==> config.mk <==
export PLATFORM = sky130hd
export DESIGN_NAME = safe_domain
export DESIGN_NICKNAME = d
export VERILOG_FILES = /design/src/rtl/safe_pkg.sv /design/src/rtl/safe_domain.sv /design/src/rtl/pad_control.sv /design/src/rtl/padcfg_regs.sv /design/src/rtl/slow_clk_gen.sv /design/src/rtl/safe_rstgen.sv
export VERILOG_INCLUDE_DIRS = /design/src /design/src/rtl
export SDC_FILE = /design/constraint.sdc
export NUM_CORES = 1
export LEC_CHECK = 0
export BUFFER_PORTS_ARGS = -buffer_cell sky130_fd_sc_hd__buf_2
export CORE_ASPECT_RATIO = 0.9
export CORE_MARGIN = 8
export CORE_UTILIZATION = 50
export DETAILED_ROUTE_END_ITERATION = 16
export PLACE_DENSITY = 0.86
export REMOVE_ABC_BUFFERS = 1
export SLEW_MARGIN = 20
export SYNTH_ARGS = -nofsm -noshare
export SYNTH_HDL_FRONTEND = slang
export SYNTH_SLANG_ARGS = --single-unit
==> constraint.sdc <==
create_clock -name ref_clk_i -period 3.7 [get_ports ref_clk_i]
set_input_delay 0.185 -clock ref_clk_i [delete_from_list [all_inputs] [get_ports ref_clk_i]]
set_output_delay 0.185 -clock ref_clk_i [all_outputs]
set_load 0.1 [all_outputs]
==> src/rtl/safe_params.svh <==
// Sizing constants for the always-on safe domain.
// Every bank is SAFE_N_IO bits wide, and pad i uses bit i of its bank.
// SAFE_PADCFG_CREDITS and SAFE_SLOW_DIV must both be at least 2.
// SAFE_RST_HOLD must be at least 1.
`ifndef SAFE_PARAMS_SVH
`define SAFE_PARAMS_SVH

// *********************************************************
// pad mux sizing
// *********************************************************

// number of chip pads, also the width of every peripheral bank
`define SAFE_N_IO 16

// bits per pad source select
`define SAFE_NBIT_PADMUX 2

// *********************************************************
// config channel and timing
// *********************************************************

// write queue depth, which is also the sender's credits after reset
`define SAFE_PADCFG_CREDITS 4

// ref clock edges the domain reset stays up after reset_i drops
`define SAFE_RST_HOLD 8

// ref cycles per slow clock half period
`define SAFE_SLOW_DIV 4

`endif
==> src/rtl/safe_pkg.sv <==
// Types shared by the safe domain blocks.
// The pad index in a config write is log2(SAFE_N_IO) bits, so SAFE_N_IO
// should be a power of two, or some index values name no pad.
`default_nettype none
`include "safe_params.svh"

package safe_pkg;

  // *********************************************************
  // pad source select
  // *********************************************************

  // which bank drives a pad
  // PAD_SRC_OFF parks the pad with out and oe low
  typedef enum logic [`SAFE_NBIT_PADMUX-1:0] {
    PAD_SRC_PERIO  = 'd0,
    PAD_SRC_APBIO  = 'd1,
    PAD_SRC_FPGAIO = 'd2,
    PAD_SRC_OFF    = 'd3
  } pad_src_e;

  // one write on the credit channel
  // valid costs the sender one credit per cycle
  typedef struct packed {
    logic                          valid;
    logic [$clog2(`SAFE_N_IO)-1:0] pad;
    pad_src_e                      sel;
  } padcfg_wr_t;

  // drive from one peripheral bank, bit i belongs to pad i
  typedef struct packed {
    logic [`SAFE_N_IO-1:0] out;
    logic [`SAFE_N_IO-1:0] oe;
  } pad_bank_t;

endpackage

`default_nettype wire

==> src/rtl/safe_domain.sv <==
// Always-on safe domain top, everything runs on ref_clk_i.
// The slow clock and the config block start from reset_i, so the first
// slow tick lands SAFE_SLOW_DIV cycles after release; rst_o is the
// stretched reset handed to the rest of the chip.
// No FPGA clock path, no DFT outputs, no pad electrical config.
`timescale 1ns/100ps
`default_nettype none
`include "safe_params.svh"

module safe_domain (
  input  logic                  ref_clk_i,
  input  logic                  reset_i,
  output logic                  rst_o,
  output logic                  slow_clk_o,

  // *********************************************************
  // pad config write channel
  // *********************************************************

  input  safe_pkg::padcfg_wr_t  padcfg_wr_i,
  output logic                  credit_o,

  // *********************************************************
  // peripheral banks and pads
  // *********************************************************

  input  safe_pkg::pad_bank_t   perio_i,
  input  safe_pkg::pad_bank_t   apbio_i,
  input  safe_pkg::pad_bank_t   fpgaio_i,
  input  logic [`SAFE_N_IO-1:0] io_in_i,
  output logic [`SAFE_N_IO-1:0] io_out_o,
  output logic [`SAFE_N_IO-1:0] io_oe_o,
  output logic [`SAFE_N_IO-1:0] perio_in_o,
  output logic [`SAFE_N_IO-1:0] apbio_in_o,
  output logic [`SAFE_N_IO-1:0] fpgaio_in_o
);

  import safe_pkg::*;

  // slow tick acts as the config block's clock enable
  logic                      s_slow_tick;
  // current source per pad
  pad_src_e [`SAFE_N_IO-1:0] s_pad_sel;

  // stretched domain reset for downstream logic
  safe_rstgen i_safe_rstgen (
    .ref_clk_i (ref_clk_i),
    .reset_i   (reset_i),
    .rst_o     (rst_o)
  );

  slow_clk_gen i_slow_clk_gen (
    .ref_clk_i   (ref_clk_i),
    .reset_i     (reset_i),
    .slow_clk_o  (slow_clk_o),
    .slow_tick_o (s_slow_tick)
  );

  // queued writes, applied one per slow tick
  padcfg_regs i_padcfg_regs (
    .ref_clk_i   (ref_clk_i),
    .reset_i     (reset_i),
    .slow_tick_i (s_slow_tick),
    .padcfg_wr_i (padcfg_wr_i),
    .credit_o    (credit_o),
    .pad_sel_o   (s_pad_sel)
  );

  pad_control i_pad_control (
    .pad_sel_i   (s_pad_sel),
    .perio_i     (perio_i),
    .apbio_i     (apbio_i),
    .fpgaio_i    (fpgaio_i),
    .io_in_i     (io_in_i),
    .io_out_o    (io_out_o),
    .io_oe_o     (io_oe_o),
    .perio_in_o  (perio_in_o),
    .apbio_in_o  (apbio_in_o),
    .fpgaio_in_o (fpgaio_in_o)
  );

endmodule

`default_nettype wire

==> src/rtl/pad_control.sv <==
// Combinational pad mux between the three peripheral banks.
// Pad i takes out and oe from bit i of its selected bank; an off pad
// drives 0 and 0. Pad inputs go back only to the bank a pad selects,
// all other bank input bits read 0.
`timescale 1ns/100ps
`default_nettype none
`include "safe_params.svh"

module pad_control (
  input  safe_pkg::pad_src_e [`SAFE_N_IO-1:0] pad_sel_i,
  input  safe_pkg::pad_bank_t                 perio_i,
  input  safe_pkg::pad_bank_t                 apbio_i,
  input  safe_pkg::pad_bank_t                 fpgaio_i,
  input  logic [`SAFE_N_IO-1:0]               io_in_i,
  output logic [`SAFE_N_IO-1:0]               io_out_o,
  output logic [`SAFE_N_IO-1:0]               io_oe_o,
  output logic [`SAFE_N_IO-1:0]               perio_in_o,
  output logic [`SAFE_N_IO-1:0]               apbio_in_o,
  output logic [`SAFE_N_IO-1:0]               fpgaio_in_o
);

  import safe_pkg::*;

  // *********************************************************
  // per pad mux and input demux
  // *********************************************************

  always_comb begin
    // everything parked low unless a bank claims the pad
    io_out_o    = '0;
    io_oe_o     = '0;
    perio_in_o  = '0;
    apbio_in_o  = '0;
    fpgaio_in_o = '0;

    for (int i = 0; i < `SAFE_N_IO; i++) begin
      case (pad_sel_i[i])
        PAD_SRC_PERIO: begin
          io_out_o[i]   = perio_i.out[i];
          io_oe_o[i]    = perio_i.oe[i];
          perio_in_o[i] = io_in_i[i];
        end
        PAD_SRC_APBIO: begin
          io_out_o[i]   = apbio_i.out[i];
          io_oe_o[i]    = apbio_i.oe[i];
          apbio_in_o[i] = io_in_i[i];
        end
        PAD_SRC_FPGAIO: begin
          io_out_o[i]    = fpgaio_i.out[i];
          io_oe_o[i]     = fpgaio_i.oe[i];
          fpgaio_in_o[i] = io_in_i[i];
        end
        // off pad keeps the zero defaults
        default: begin
          io_out_o[i] = 1'b0;
          io_oe_o[i]  = 1'b0;
        end
      endcase
    end
  end

endmodule

`default_nettype wire

==> src/rtl/padcfg_regs.sv <==
// Pad mux selection registers behind a credit-flow write queue.
// The sender owns SAFE_PADCFG_CREDITS credits after reset and may raise
// valid only while it holds one; there is no other back-pressure.
// Entries are applied in order, at most one per slow tick, and credit_o
// is high in the cycle the entry is applied. pad_sel_o shows it one later.
`timescale 1ns/100ps
`default_nettype none
`include "safe_params.svh"

module padcfg_regs (
  input  logic                                ref_clk_i,
  input  logic                                reset_i,
  input  logic                                slow_tick_i,
  input  safe_pkg::padcfg_wr_t                padcfg_wr_i,
  output logic                                credit_o,
  output safe_pkg::pad_src_e [`SAFE_N_IO-1:0] pad_sel_o
);

  import safe_pkg::*;

  localparam int unsigned DEPTH = `SAFE_PADCFG_CREDITS;
  localparam int unsigned PTR_W = $clog2(DEPTH);
  localparam int unsigned CNT_W = $clog2(DEPTH + 1);

  // *********************************************************
  // write queue
  // *********************************************************

  padcfg_wr_t       queue_q [DEPTH];
  logic [PTR_W-1:0] wr_ptr_q;
  logic [PTR_W-1:0] rd_ptr_q;
  logic [CNT_W-1:0] count_q;
  logic             push;
  logic             pop;
  logic             full;
  logic             empty;
  padcfg_wr_t       head;

  // circular pointer step, wraps at DEPTH even when not a power of two
  function automatic logic [PTR_W-1:0] next_ptr(input logic [PTR_W-1:0] ptr);
    if (ptr == PTR_W'(DEPTH - 1)) begin
      return '0;
    end
    return ptr + 1'b1;
  endfunction

  assign full  = (count_q == CNT_W'(DEPTH));
  assign empty = (count_q == '0);
  assign push  = padcfg_wr_i.valid;
  // one entry per slow tick
  assign pop   = slow_tick_i & ~empty;
  assign head  = queue_q[rd_ptr_q];

  always_ff @(posedge ref_clk_i) begin
    if (push) begin
      queue_q[wr_ptr_q] <= padcfg_wr_i;
    end
  end

  always_ff @(posedge ref_clk_i) begin
    if (reset_i) begin
      wr_ptr_q <= '0;
      rd_ptr_q <= '0;
      count_q  <= '0;
    end else begin
      if (push) begin
        wr_ptr_q <= next_ptr(wr_ptr_q);
      end
      if (pop) begin
        rd_ptr_q <= next_ptr(rd_ptr_q);
      end
      // push and pop in one cycle leave the fill level alone
      case ({push, pop})
        2'b10:   count_q <= count_q + 1'b1;
        2'b01:   count_q <= count_q - 1'b1;
        default: count_q <= count_q;
      endcase
    end
  end

  // *********************************************************
  // selection registers
  // *********************************************************

  pad_src_e [`SAFE_N_IO-1:0] pad_sel_q;

  always_ff @(posedge ref_clk_i) begin
    if (reset_i) begin
      // all pads start on the PERIO bank
      for (int i = 0; i < `SAFE_N_IO; i++) begin
        pad_sel_q[i] <= PAD_SRC_PERIO;
      end
    end else if (pop) begin
      pad_sel_q[head.pad] <= head.sel;
    end
  end

  assign pad_sel_o = pad_sel_q;

  // the credit goes back in the same cycle the entry leaves the queue
  assign credit_o = pop;

  // *********************************************************
  // checks
  // *********************************************************

  // a sender that keeps to its credits never writes into a full queue
  a_no_overflow : assert property (
    @(posedge ref_clk_i) disable iff (reset_i)
    !(push && full)
  ) else $error("padcfg_regs: write while queue full, credit rule broken");

endmodule

`default_nettype wire

==> src/rtl/slow_clk_gen.sv <==
// Always-on slow clock divided down from the reference clock.
// slow_clk_o is a register output, low in reset, period 2*SAFE_SLOW_DIV.
// slow_tick_o is high for the ref cycle in which slow_clk_o has just risen;
// logic on ref_clk_i should use the tick as an enable, not the slow clock.
`timescale 1ns/100ps
`default_nettype none
`include "safe_params.svh"

module slow_clk_gen (
  input  logic ref_clk_i,
  input  logic reset_i,
  output logic slow_clk_o,
  output logic slow_tick_o
);

  localparam int unsigned DIV   = `SAFE_SLOW_DIV;
  localparam int unsigned CNT_W = $clog2(DIV);

  logic [CNT_W-1:0] div_cnt_q;
  logic             slow_clk_q;
  logic             slow_tick_q;
  logic             wrap;

  // last ref cycle of a half period
  assign wrap = (div_cnt_q == CNT_W'(DIV - 1));

  always_ff @(posedge ref_clk_i) begin
    if (reset_i) begin
      div_cnt_q   <= '0;
      slow_clk_q  <= 1'b0;
      slow_tick_q <= 1'b0;
    end else begin
      // tick lands together with the low-to-high toggle
      slow_tick_q <= wrap & ~slow_clk_q;
      if (wrap) begin
        div_cnt_q  <= '0;
        slow_clk_q <= ~slow_clk_q;
      end else begin
        div_cnt_q <= div_cnt_q + 1'b1;
      end
    end
  end

  assign slow_clk_o  = slow_clk_q;
  assign slow_tick_o = slow_tick_q;

  // *********************************************************
  // checks
  // *********************************************************

  // the tick marks a rising slow edge and nothing else
  a_tick_on_rise : assert property (
    @(posedge ref_clk_i) disable iff (reset_i)
    slow_tick_o |-> $rose(slow_clk_o)
  ) else $error("slow_clk_gen: tick without rising slow clock");

  // rising edges come a full slow period apart
  a_slow_period : assert property (
    @(posedge ref_clk_i) disable iff (reset_i)
    $rose(slow_clk_o) |-> ##(2 * `SAFE_SLOW_DIV) $rose(slow_clk_o)
  ) else $error("slow_clk_gen: slow clock period off");

endmodule

`default_nettype wire

==> src/rtl/safe_rstgen.sv <==
// Domain reset stretcher on the reference clock.
// rst_o follows reset_i high without delay, then drops right after the
// SAFE_RST_HOLD-th rising edge that samples reset_i low.
// A new reset_i during the hold restarts the full hold.
`timescale 1ns/100ps
`default_nettype none
`include "safe_params.svh"

module safe_rstgen (
  input  logic ref_clk_i,
  input  logic reset_i,
  output logic rst_o
);

  localparam int unsigned HOLD  = `SAFE_RST_HOLD;
  localparam int unsigned CNT_W = $clog2(HOLD + 1);

  // edges still to go before the domain reset drops
  logic [CNT_W-1:0] hold_cnt_q;

  // reload while reset_i is up, then count down to zero and park there
  always_ff @(posedge ref_clk_i) begin
    if (reset_i) begin
      hold_cnt_q <= CNT_W'(HOLD);
    end else if (hold_cnt_q != '0) begin
      hold_cnt_q <= hold_cnt_q - 1'b1;
    end
  end

  // reset_i covers the cycles before the first reload edge
  assign rst_o = reset_i | (hold_cnt_q != '0);

  // *********************************************************
  // checks
  // *********************************************************

  // the domain stays in reset at least one edge past reset_i
  a_rst_stretch : assert property (@(posedge ref_clk_i) reset_i |=> rst_o)
    else $error("safe_rstgen: rst_o low right after reset_i");

  // exact hold length once reset_i has gone away
  a_rst_hold_len : assert property (
    @(posedge ref_clk_i) disable iff (reset_i)
    $fell(reset_i) |-> rst_o [*`SAFE_RST_HOLD] ##1 !rst_o
  ) else $error("safe_rstgen: hold length differs from SAFE_RST_HOLD");

endmodule

`default_nettype wire

After elaboration in Yosys (flattened, before gate mapping)
Memory sizes are Yosys's and may differ from the RTL's. A register that Yosys moved wholly into a read port is not among the register bits.
Index checks and enable logic that the tools add are counted.
{ "totals": {"inputBits": 121, "register_bits": 47, "mem_count": 1, "ramBits": 28} }
{ "memory_table": {"columns": ["memory", "depth", "width", "read_ports", "rd_ports_with_merged_regs", "wr", "line_no", "rtl"], "rows": [
  ["i_padcfg_regs.queue_q", 4, 7, 1, 1, 1, "padcfg_regs.sv:29", "padcfg_wr_t queue_q [DEPTH];"]
]} }
{ "op_classes": {"mux": 98, "n_reduce_logical": 21, "bitwise_logic": 5, "magnitude_cmp": 2, "eq_ne": 37, "n_addsub": 6} }
{ "op_table": {"columns": ["op", "n"], "rows": [
  ["one-hot mux 1 bit (3 select lines)", 32],
  ["2-to-1 mux 1 bit", 56],
  ["== test 2 bit, second input constant", 20],
  ["== test 2 x 1 -> 1 bit, second input constant", 17],
  ["bitwise mux 32 bit", 1],
  ["logical NOT 2 bit", 16],
  ["2-to-1 mux 2 bit", 7],
  ["demux 2 bit (select 4 bit)", 1],
  ["adder 2 x 1 -> 2 bit, second input constant", 3],
  ["one-hot mux 3 bit (2 select lines)", 1],
  ["less-than comparator 4 x 5 -> 1 bit, second input constant", 1],
  [">= comparator 4 x 1 -> 1 bit, second input constant", 1],
  ["nonzero test 4 bit", 1],
  ["subtractor 4 x 1 -> 4 bit, second input constant", 1],
  ["adder 3 x 1 -> 3 bit, second input constant", 1],
  ["logical NOT 3 bit", 1],
  ["subtractor 3 x 1 -> 3 bit, second input constant", 1],
  ["bitwise AND 1 bit", 2],
  ["NOT 1 bit", 2],
  ["nonzero test 2 bit", 1],
  ["OR reduction 2 bit", 1],
  ["logical AND 1 bit", 1],
  ["bitwise OR 1 bit", 1]
]} }

Depth between registers and ports, before layout
Gate-level depths: netlist of run 1.
{ "logic_depth": {"ltp_word": 8, "depth_mapped": 8, "ltp_nobuf": 8} }

Modules after synthesis
From an unflattened synthesis of run 1, not the netlist that was laid out.
{ "unflattened": {"cells_unflattened": 376, "hier_area_um2": 4101.4} }
{ "by_module_without_submodules": {"columns": ["mod", "cells_each", "area_each_um2", "seq_area_each_um2", "instances"], "rows": [
  ["padcfg_regs", 209, 2697.6, 1541.5, 1],
  ["pad_control", 136, 1071.0, 0.0, 1],
  ["safe_rstgen", 21, 207.7, 80.1, 1],
  ["slow_clk_gen", 10, 125.1, 80.1, 1]
]} }

Least setup slack after synthesis of run 1
No wires, ideal clock.
{ "synth_path": {"path_kind": "register -> output", "start": "register i_padcfg_regs.pad_sel_q (netlist bit i_padcfg_regs.pad_sel_o[25])", "end": "output port io_oe_o[12]", "t_arrival_ns": 2.729, "path_stages_with_launch": 4, "slack_ns": 0.786, "t_required_ns": 3.515, "path_cell_list": "dfxtp_1 clkbuf_1 mux2i_1 o21ai_0"} }
{ "synth_via": {"elab_chain_cells": 2, "word_cells_on_any_way": 4} }
{ "synth_lines": {"columns": ["item", "line_no", "rtl"], "rows": [
  ["start: declaration", "padcfg_regs.sv:85", "pad_src_e [`SAFE_N_IO-1:0] pad_sel_q;"],
  ["start signal: indexed assignment", "padcfg_regs.sv:94", "pad_sel_q[head.pad] <= head.sel;"],
  ["== test 2 bit (tied with other cells)", "pad_control.sv:37", "case (pad_sel_i[i])"],
  ["one-hot mux 1 bit (3 select lines) *", "pad_control.sv:37", null],
  ["end: declaration", "safe_domain.sv:32", "output logic [`SAFE_N_IO-1:0] io_oe_o,"]
]} }
Mark *: on every way between the ends. The rest lies on a longest branch, timed or not.

Worst setup path in the final report of run 1
{ "layout_path": {"start": "register i_padcfg_regs.count_q[0]", "end": "register i_padcfg_regs.count_q[2]"} }
{ "layout_via": {"elab_chain_cells": 5, "word_cells_on_any_way": 9} }
{ "layout_lines": {"columns": ["item", "line_no", "rtl"], "rows": [
  ["start: declaration", "padcfg_regs.sv:32", "logic [CNT_W-1:0] count_q;"],
  ["start signal: assignment", "padcfg_regs.sv:74", "2'b10: count_q <= count_q + 1'b1;"],
  ["start signal: assignment", "padcfg_regs.sv:75", "2'b01: count_q <= count_q - 1'b1;"],
  ["start signal: assignment", "padcfg_regs.sv:76", "default: count_q <= count_q;"],
  ["logical NOT 3 bit", "padcfg_regs.sv:48", "assign empty = (count_q == '0);"],
  ["NOT 1 bit", "padcfg_regs.sv:51", "assign pop = slow_tick_i & ~empty;"],
  ["bitwise AND 1 bit", "padcfg_regs.sv:51", null],
  ["== test 2 x 1 -> 1 bit or == test 2 bit (tied branches)", "padcfg_regs.sv:73", "case ({push, pop})"],
  ["one-hot mux 3 bit (2 select lines) or nonzero test 2 bit (tied branches)", null, null]
]} }
Several ways; a longest one is shown, not always the timed one.
A chain may end at the register's enable or synchronous reset.

==> flow_metrics.env, run 1 <==
export IMPL_status="completed"
export IMPL_antenna_found_initial=0
export IMPL_dieArea_um2=11300
export IMPL_worstReg2RegStart="i_padcfg_regs.count_q[0]"
export IMPL_finalCritPeriodShare_pct=59.1
export IMPL_ys_top_cells_by_count="65 x mux2i_1, 51 x nand2_1, 49 x dfxtp_1"
export IMPL_insertion_delay_ns=0.35
export IMPL_gp_congestion=0.770
export IMPL_dieWidth_um=111
export IMPL_cts_setup_buffers=0
export IMPL_setup_violations=0
export IMPL_maxSlewHeadroom_pct=52.5
export IMPL_core_area_um2=7990
export IMPL_drtIter0Drc=155
export IMPL_vias_per_cell=5.12
export IMPL_multi_input_area_um2=2280
export IMPL_avgSynthCellArea_um2=9.86
export IMPL_htree_levels=3
export IMPL_fin_tns_setup_ns=0
export IMPL_tightest_slew_ns=0.713
export IMPL_crit_slowest_cell="o31ai_2"
export IMPL_clockBufferDepth=2
export IMPL_synthCells=415
export IMPL_synth_cell_type_count=34
export IMPL_grt_pass1_vias=3828
export IMPL_grt_max_degree=51
export IMPL_min_from="padcfg_wr_i[1]"
export IMPL_yosysWarnings=0
export IMPL_max_freq_ghz=0.457
export IMPL_synth_area_leaders="dfxtp_1 24%, edfxtp_1 18%, mux2i_1 16%"
export IMPL_path_cells="o31ai_2, inv_1, ha_1, inv_1, fa_1, xor2_1, or3_1, a21oi_1"
export IMPL_hpwl_um=9390
export IMPL_synth_most_common_cell="mux2i_1"
export IMPL_start_util_pct=51.2
export IMPL_crit_family="compound AO/OA/AOI/OAI gates"
export IMPL_numPortBuffers=203
export IMPL_drt_first_pass_iters=4
export IMPL_cp_slowest_stage_delay_ns=0.52
export IMPL_ios=204
export IMPL_worst_hold_path_type="primary input to flip-flop"
export IMPL_start_kind="flip-flop"
export IMPL_syn2layout_area_growth_pct=31.5
export IMPL_cts_made_buffers=9
export IMPL_n_antenna_cell=0
export IMPL_rows=31
export IMPL_async_reset_ff_share_pct=0
export IMPL_grt_pass1_wl_um=18200
export IMPL_report_final_slew_viol_count=0
export IMPL_ys_seq_elements=73
export IMPL_critical_path_class="flip-flop to flip-flop"
export IMPL_period_needed_ns=2.19
export IMPL_syn_area_um2=4090
export IMPL_worst_r2r_endpoint="i_padcfg_regs.count_q[2]"
export IMPL_drc=0
export IMPL_synth_top_area_share_pct=24.0
export IMPL_cp_depth=8
export IMPL_skew_ns=0.00848
export IMPL_die_y_um=102
export IMPL_grt_total_usage_pct=19.6
export IMPL_p_leak_nw=2.50
export IMPL_synth_edf_count=24
export IMPL_yosysSeqAreaShare_pct=41.6
export IMPL_worstRegToRegCells=8
export IMPL_hold_viol=0
export IMPL_synth_main_ff_cell="dfxtp_1"
export IMPL_hold_buffers=0
export IMPL_power_per_cell_area_nw_per_um2=383
export IMPL_rsz0062_at_grt="false"
export IMPL_ir_drop_uv=323
export IMPL_required_ns=3.97
export IMPL_fill_cells=656
export IMPL_regArea_um2=1700
export IMPL_yosys_area_top_type="dfxtp_1"
export IMPL_via_count=3664
export IMPL_cp_arrival_ns=2.46
export IMPL_cts_tree="built"
export IMPL_ff2ff_setup_slack_ns=1.51
export IMPL_cts_root_buf="clkbuf_8"
export IMPL_drive_gt1_share_pct=37.1
export IMPL_crit_path_end_kind="flip-flop"
export IMPL_cp_buffers_inverters=2
export IMPL_grt_overflow_total=0
export IMPL_clk_pin_slew_ns=0.07
export IMPL_hold_path_end="i_padcfg_regs.queue_q[1][1]"
export IMPL_clock_sinks=73
export IMPL_ctsResizeCount=0
export IMPL_drt_antenna_violating_nets=0
export IMPL_post_drt_wl_per_cell_um=16.1
export IMPL_p_total_mw=2.06
export IMPL_path_common_cell="inv_1"
export IMPL_cp_max_fo=7
export IMPL_fin_nets=743
export IMPL_wl_um=11500
export IMPL_cap_violations=0
export IMPL_min_path_cells=1
report_power, final:
part	total (mW)	switching (mW)	internal (mW)
clock network	0.670	0.283	0.387
logic	0.499	0.352	0.147
registers	0.894	0.0269	0.867
registers in the layout (all words and copies together) (netlist names), named ones only:
name and count:
i_padcfg_regs.rd_ptr_q 2, i_padcfg_regs.pad_sel_o 32, i_slow_clk_gen.slow_tick_o 1, i_slow_clk_gen.slow_clk_o 1
i_padcfg_regs.wr_ptr_q 2, i_slow_clk_gen.div_cnt_q 2, i_safe_rstgen.hold_cnt_q 4, i_padcfg_regs.count_q 3
i_padcfg_regs.queue_q 24
logic make-up after synthesis:
kind of cell             Yosys count  share of synthesized area (%)
AO/OA/AOI/OAI                     42                           5.47
XOR/XNOR                           4                          0.856
adder cells (fa/ha/maj)           10                           3.24
buffers and inverters             26                           2.63
flip-flops                        73                           41.6
multiplexers                      71                           19.4
AND/OR/NAND/NOR                  189                           26.8
final cells by class:
cell class / count / share of cell area (%)
Timing Repair Buffer: 203 / 18.9
Clock buffer: 12 / 3.28
Sequential cell: 73 / 31.6
Clock inverter: 4 / 0.860
Tap cell: 99 / 2.30
Multi-Input combinational cell: 316 / 42.4
Inverter: 9 / 0.628
layout by cell type (no fill, tap or decap), drive strengths merged, types with 6 or more instances in the layout:
cell	count
mux4	6
edfxtp	24
ha	9
clkbuf	12
dfxtp	49
nor2b	17
nor3b	22
nand2	51
buf	203
a21oi	6
nor2	18
and3b	17
and2	12
nand2b	36
inv	10
mux2i	65
o21ai	33
worst max-delay path by stage:
stage | endpoint | start | slack (ns)
6_report | i_padcfg_regs.count_q[2] | i_padcfg_regs.count_q[0] | 1.51
3_3_place_gp | i_padcfg_regs.count_q[2] | i_padcfg_regs.count_q[2] | 1.64
3_5_place_dp | i_padcfg_regs.count_q[2] | i_padcfg_regs.count_q[2] | 1.52
2_1_floorplan | io_oe_o[12] | i_padcfg_regs.pad_sel_o[25] | 0.90
5_1_grt | i_padcfg_regs.count_q[2] | i_padcfg_regs.count_q[0] | 1.26
4_1_cts | i_padcfg_regs.count_q[2] | i_padcfg_regs.count_q[0] | 1.49
routing by layer:
metal	vias to the layer above	routed length (um)	track usage, %
li1	1834	-	-
met1	1685	4240	19.2
met2	123	6250	37.9
met3	22	835	6.57
met4	0	214	7.06
met5	-	0	0
metrics by stage:
stage | util, % | cells | hold WS (ns) | cell area (um^2) | worst slack, ns
2_1_floorplan | - | 398 | 0.254 | 4020 | 0.896
3_3_place_gp | 64.6 | 700 | 0.396 | 5160 | 1.64
3_5_place_dp | 64.6 | 700 | 0.410 | 5160 | 1.52
4_1_cts | 67.4 | 716 | 0.0460 | 5380 | 1.49
5_1_grt | 67.4 | 716 | 0.0494 | 5380 | 1.26
6_report | 67.4 | 716 | 0.0598 | 5380 | 1.51
Note: power is estimated with default switching activity, not from simulation.
==> inputs of run 2 (changes only) <==
- CORE_UTILIZATION: 50 -> 42
- PLACE_DENSITY: 0.86 -> 0.77
- clock period: 3.7 -> 2.01 ns (I/O delays scaled with it)
==> run 2 against run 1 <==
  * Fmax is 14% higher
  * Combinational power up 88%
  * Critical endpoint unchanged
  * Via count rose by 1.2%
==> flow_metrics.env, run 2 (synthesis results as in run 1) <==
export IMPL_status="completed"
export IMPL_layout_commonest_cell="buf_2"
export IMPL_path_cells="o31ai_2, inv_1, ha_1, inv_1, fa_1, xor2_1, or3_1, a21oi_1"
export IMPL_hpwl_um=9410
export IMPL_numPortBuffers=203
export IMPL_finalCritPeriodShare_pct=95.2
export IMPL_power_per_cell_area_nw_per_um2=672
export IMPL_post_drt_wl_per_cell_um=15.3
export IMPL_worstReg2RegStart="i_padcfg_regs.count_q[0]"
export IMPL_syn2layout_area_growth_pct=33.9
export IMPL_core_area_um2=9570
export IMPL_antenna_found_initial=0
export IMPL_wl_um=11500
export IMPL_max_freq_ghz=0.523
export IMPL_start_kind="flip-flop"
export IMPL_cts_setup_buffers=0
export IMPL_gp_congestion=0.936
export IMPL_grt_overflow_total=0
export IMPL_vias_per_cell=4.92
export IMPL_dieArea_um2=13200
export IMPL_path_common_cell="inv_1"
export IMPL_start_util_pct=42.8
export IMPL_die_y_um=110
export IMPL_grt_max_degree=28
export IMPL_report_final_slew_viol_count=0
export IMPL_mostFrequentLayoutCells="203 x buf_2, 65 x mux2i_1, 51 x nand2_1, 45 x dfxtp_1, 36 x nand2b_1"
export IMPL_drt_antenna_violating_nets=0
export IMPL_clockBufferDepth=2
export IMPL_crit_slowest_cell="fa_1"
export IMPL_dp_slack_ns=0.0286
export IMPL_setup_violations=0
export IMPL_n_antenna_cell=0
export IMPL_min_from="padcfg_wr_i[6]"
export IMPL_cts_made_buffers=9
export IMPL_htree_levels=3
export IMPL_worst_hold_path_type="primary input to flip-flop"
export IMPL_crit_family="adder cells"
export IMPL_cp_arrival_ns=2.19
export IMPL_fin_nets=754
export IMPL_insertion_delay_ns=0.35
export IMPL_cp_buffers_inverters=2
export IMPL_dieWidth_um=120
export IMPL_ios=204
export IMPL_tightest_slew_ns=0.510
export IMPL_clk_pin_slew_ns=0.07
export IMPL_maxSlewHeadroom_pct=66.2
export IMPL_cts_root_buf="clkbuf_8"
export IMPL_drt_first_pass_iters=4
export IMPL_p_total_mw=3.68
export IMPL_crit_path_end_kind="flip-flop"
export IMPL_cap_violations=0
export IMPL_grt_pass1_vias=3874
export IMPL_cp_max_fo=3
export IMPL_crit_start="i_padcfg_regs.count_q[0]"
export IMPL_grt_total_usage_pct=16.7
export IMPL_drtIter0Drc=136
export IMPL_rows=34
export IMPL_drc=0
export IMPL_cts_tree="built"
export IMPL_critical_path_class="flip-flop to flip-flop"
export IMPL_cp_slowest_stage_delay_ns=0.45
export IMPL_setup_slack_ns=0.0966
export IMPL_rsz0062_at_grt="false"
export IMPL_via_count=3709
export IMPL_drive_gt1_share_pct=37.7
export IMPL_clock_sinks=73
export IMPL_p_leak_nw=2.53
export IMPL_skew_ns=0.00965
export IMPL_required_ns=2.28
export IMPL_fill_cells=843
export IMPL_ir_drop_uv=502
export IMPL_largest_reg_flops=32
export IMPL_period_needed_ns=1.91
export IMPL_grt_pass1_wl_um=17800
export IMPL_hold_viol=0
-- run 2: cell count changes in the layout (fill, tap and decap cells not counted), sizes merged --
| cell | change |
|---|---|
| dlygate4sd3 | +6 |
| buf | +5 |
| clkbuf | -2 |
| clkinv | +1 |
| clkinvlp | +1 |
-- run 2: through the flow --
| stage | cell area (um^2) | instances | setup TNS [ns] | hold WS [ns] | util [%] |
|---|---|---|---|---|---|
| floorplan | 4020 | 398 | -34.43 | 0.170 | - |
| global placement | 5230 | 732 | 0 | 0.317 | 54.6 |
| detailed placement | 5230 | 732 | 0 | 0.322 | 54.6 |
| CTS | 5480 | 754 | 0 | 0.0486 | 57.2 |
| global route | 5480 | 754 | 0 | 0.0927 | 57.3 |
| finish | 5480 | 754 | 0 | 0.0674 | 57.3 |
-- run 2: report_power, final --
part | total, mW | switching [mW] | internal [mW]
registers | 1.65 | 0.0497 | 1.60
logic | 0.939 | 0.655 | 0.284
clock network | 1.10 | 0.529 | 0.567
-- run 2: repair_timing --
item / in CTS / in global routing
hold buffers: 6 / 0
resized for setup: 0 / 4
setup endpoints to repair: 0 / 11
hold endpoints to repair: 24 / 0
-- run 2: worst min-delay path, stage by stage --
cell	delay, ns
buf_2	0.12
mux2i_1	0.08
nor2_1	0.08
-- run 2: path summary, 6_finish.rpt --
path,endpoint,slack (ns),cells past startpoint
worst min register to register,i_slow_clk_gen.div_cnt_q[0],0.44,1
worst min-delay path,i_padcfg_regs.wr_ptr_q[1],0.07,3
worst max register to register,i_padcfg_regs.count_q[2],0.1,8
worst max-delay path,i_padcfg_regs.count_q[2],0.1,8
-- run 2: final cells by class --
| cell class | count | area, um^2 | area share (%) |
|---|---|---|---|
| inverters | 9 | 33.8 | 0.616 |
| clock buffers | 10 | 128 | 2.33 |
| multi-input cells | 316 | 2280 | 41.7 |
| well taps | 126 | 158 | 2.88 |
| repair buffers | 214 | 1110 | 20.3 |
| clock inverters | 6 | 58.8 | 1.07 |
| flip-flops and latches | 73 | 1710 | 31.1 |
-- run 2: per-layer routing --
metal / vias up / share of wire (%) / global-route usage (%)
li1: 1855 / - / -
met1: 1714 / 37 / 16.1
met2: 121 / 53 / 32.3
met3: 19 / 8.2 / 6.06
met4: 0 / 1.8 / 5.52
met5: - / 0 / 0
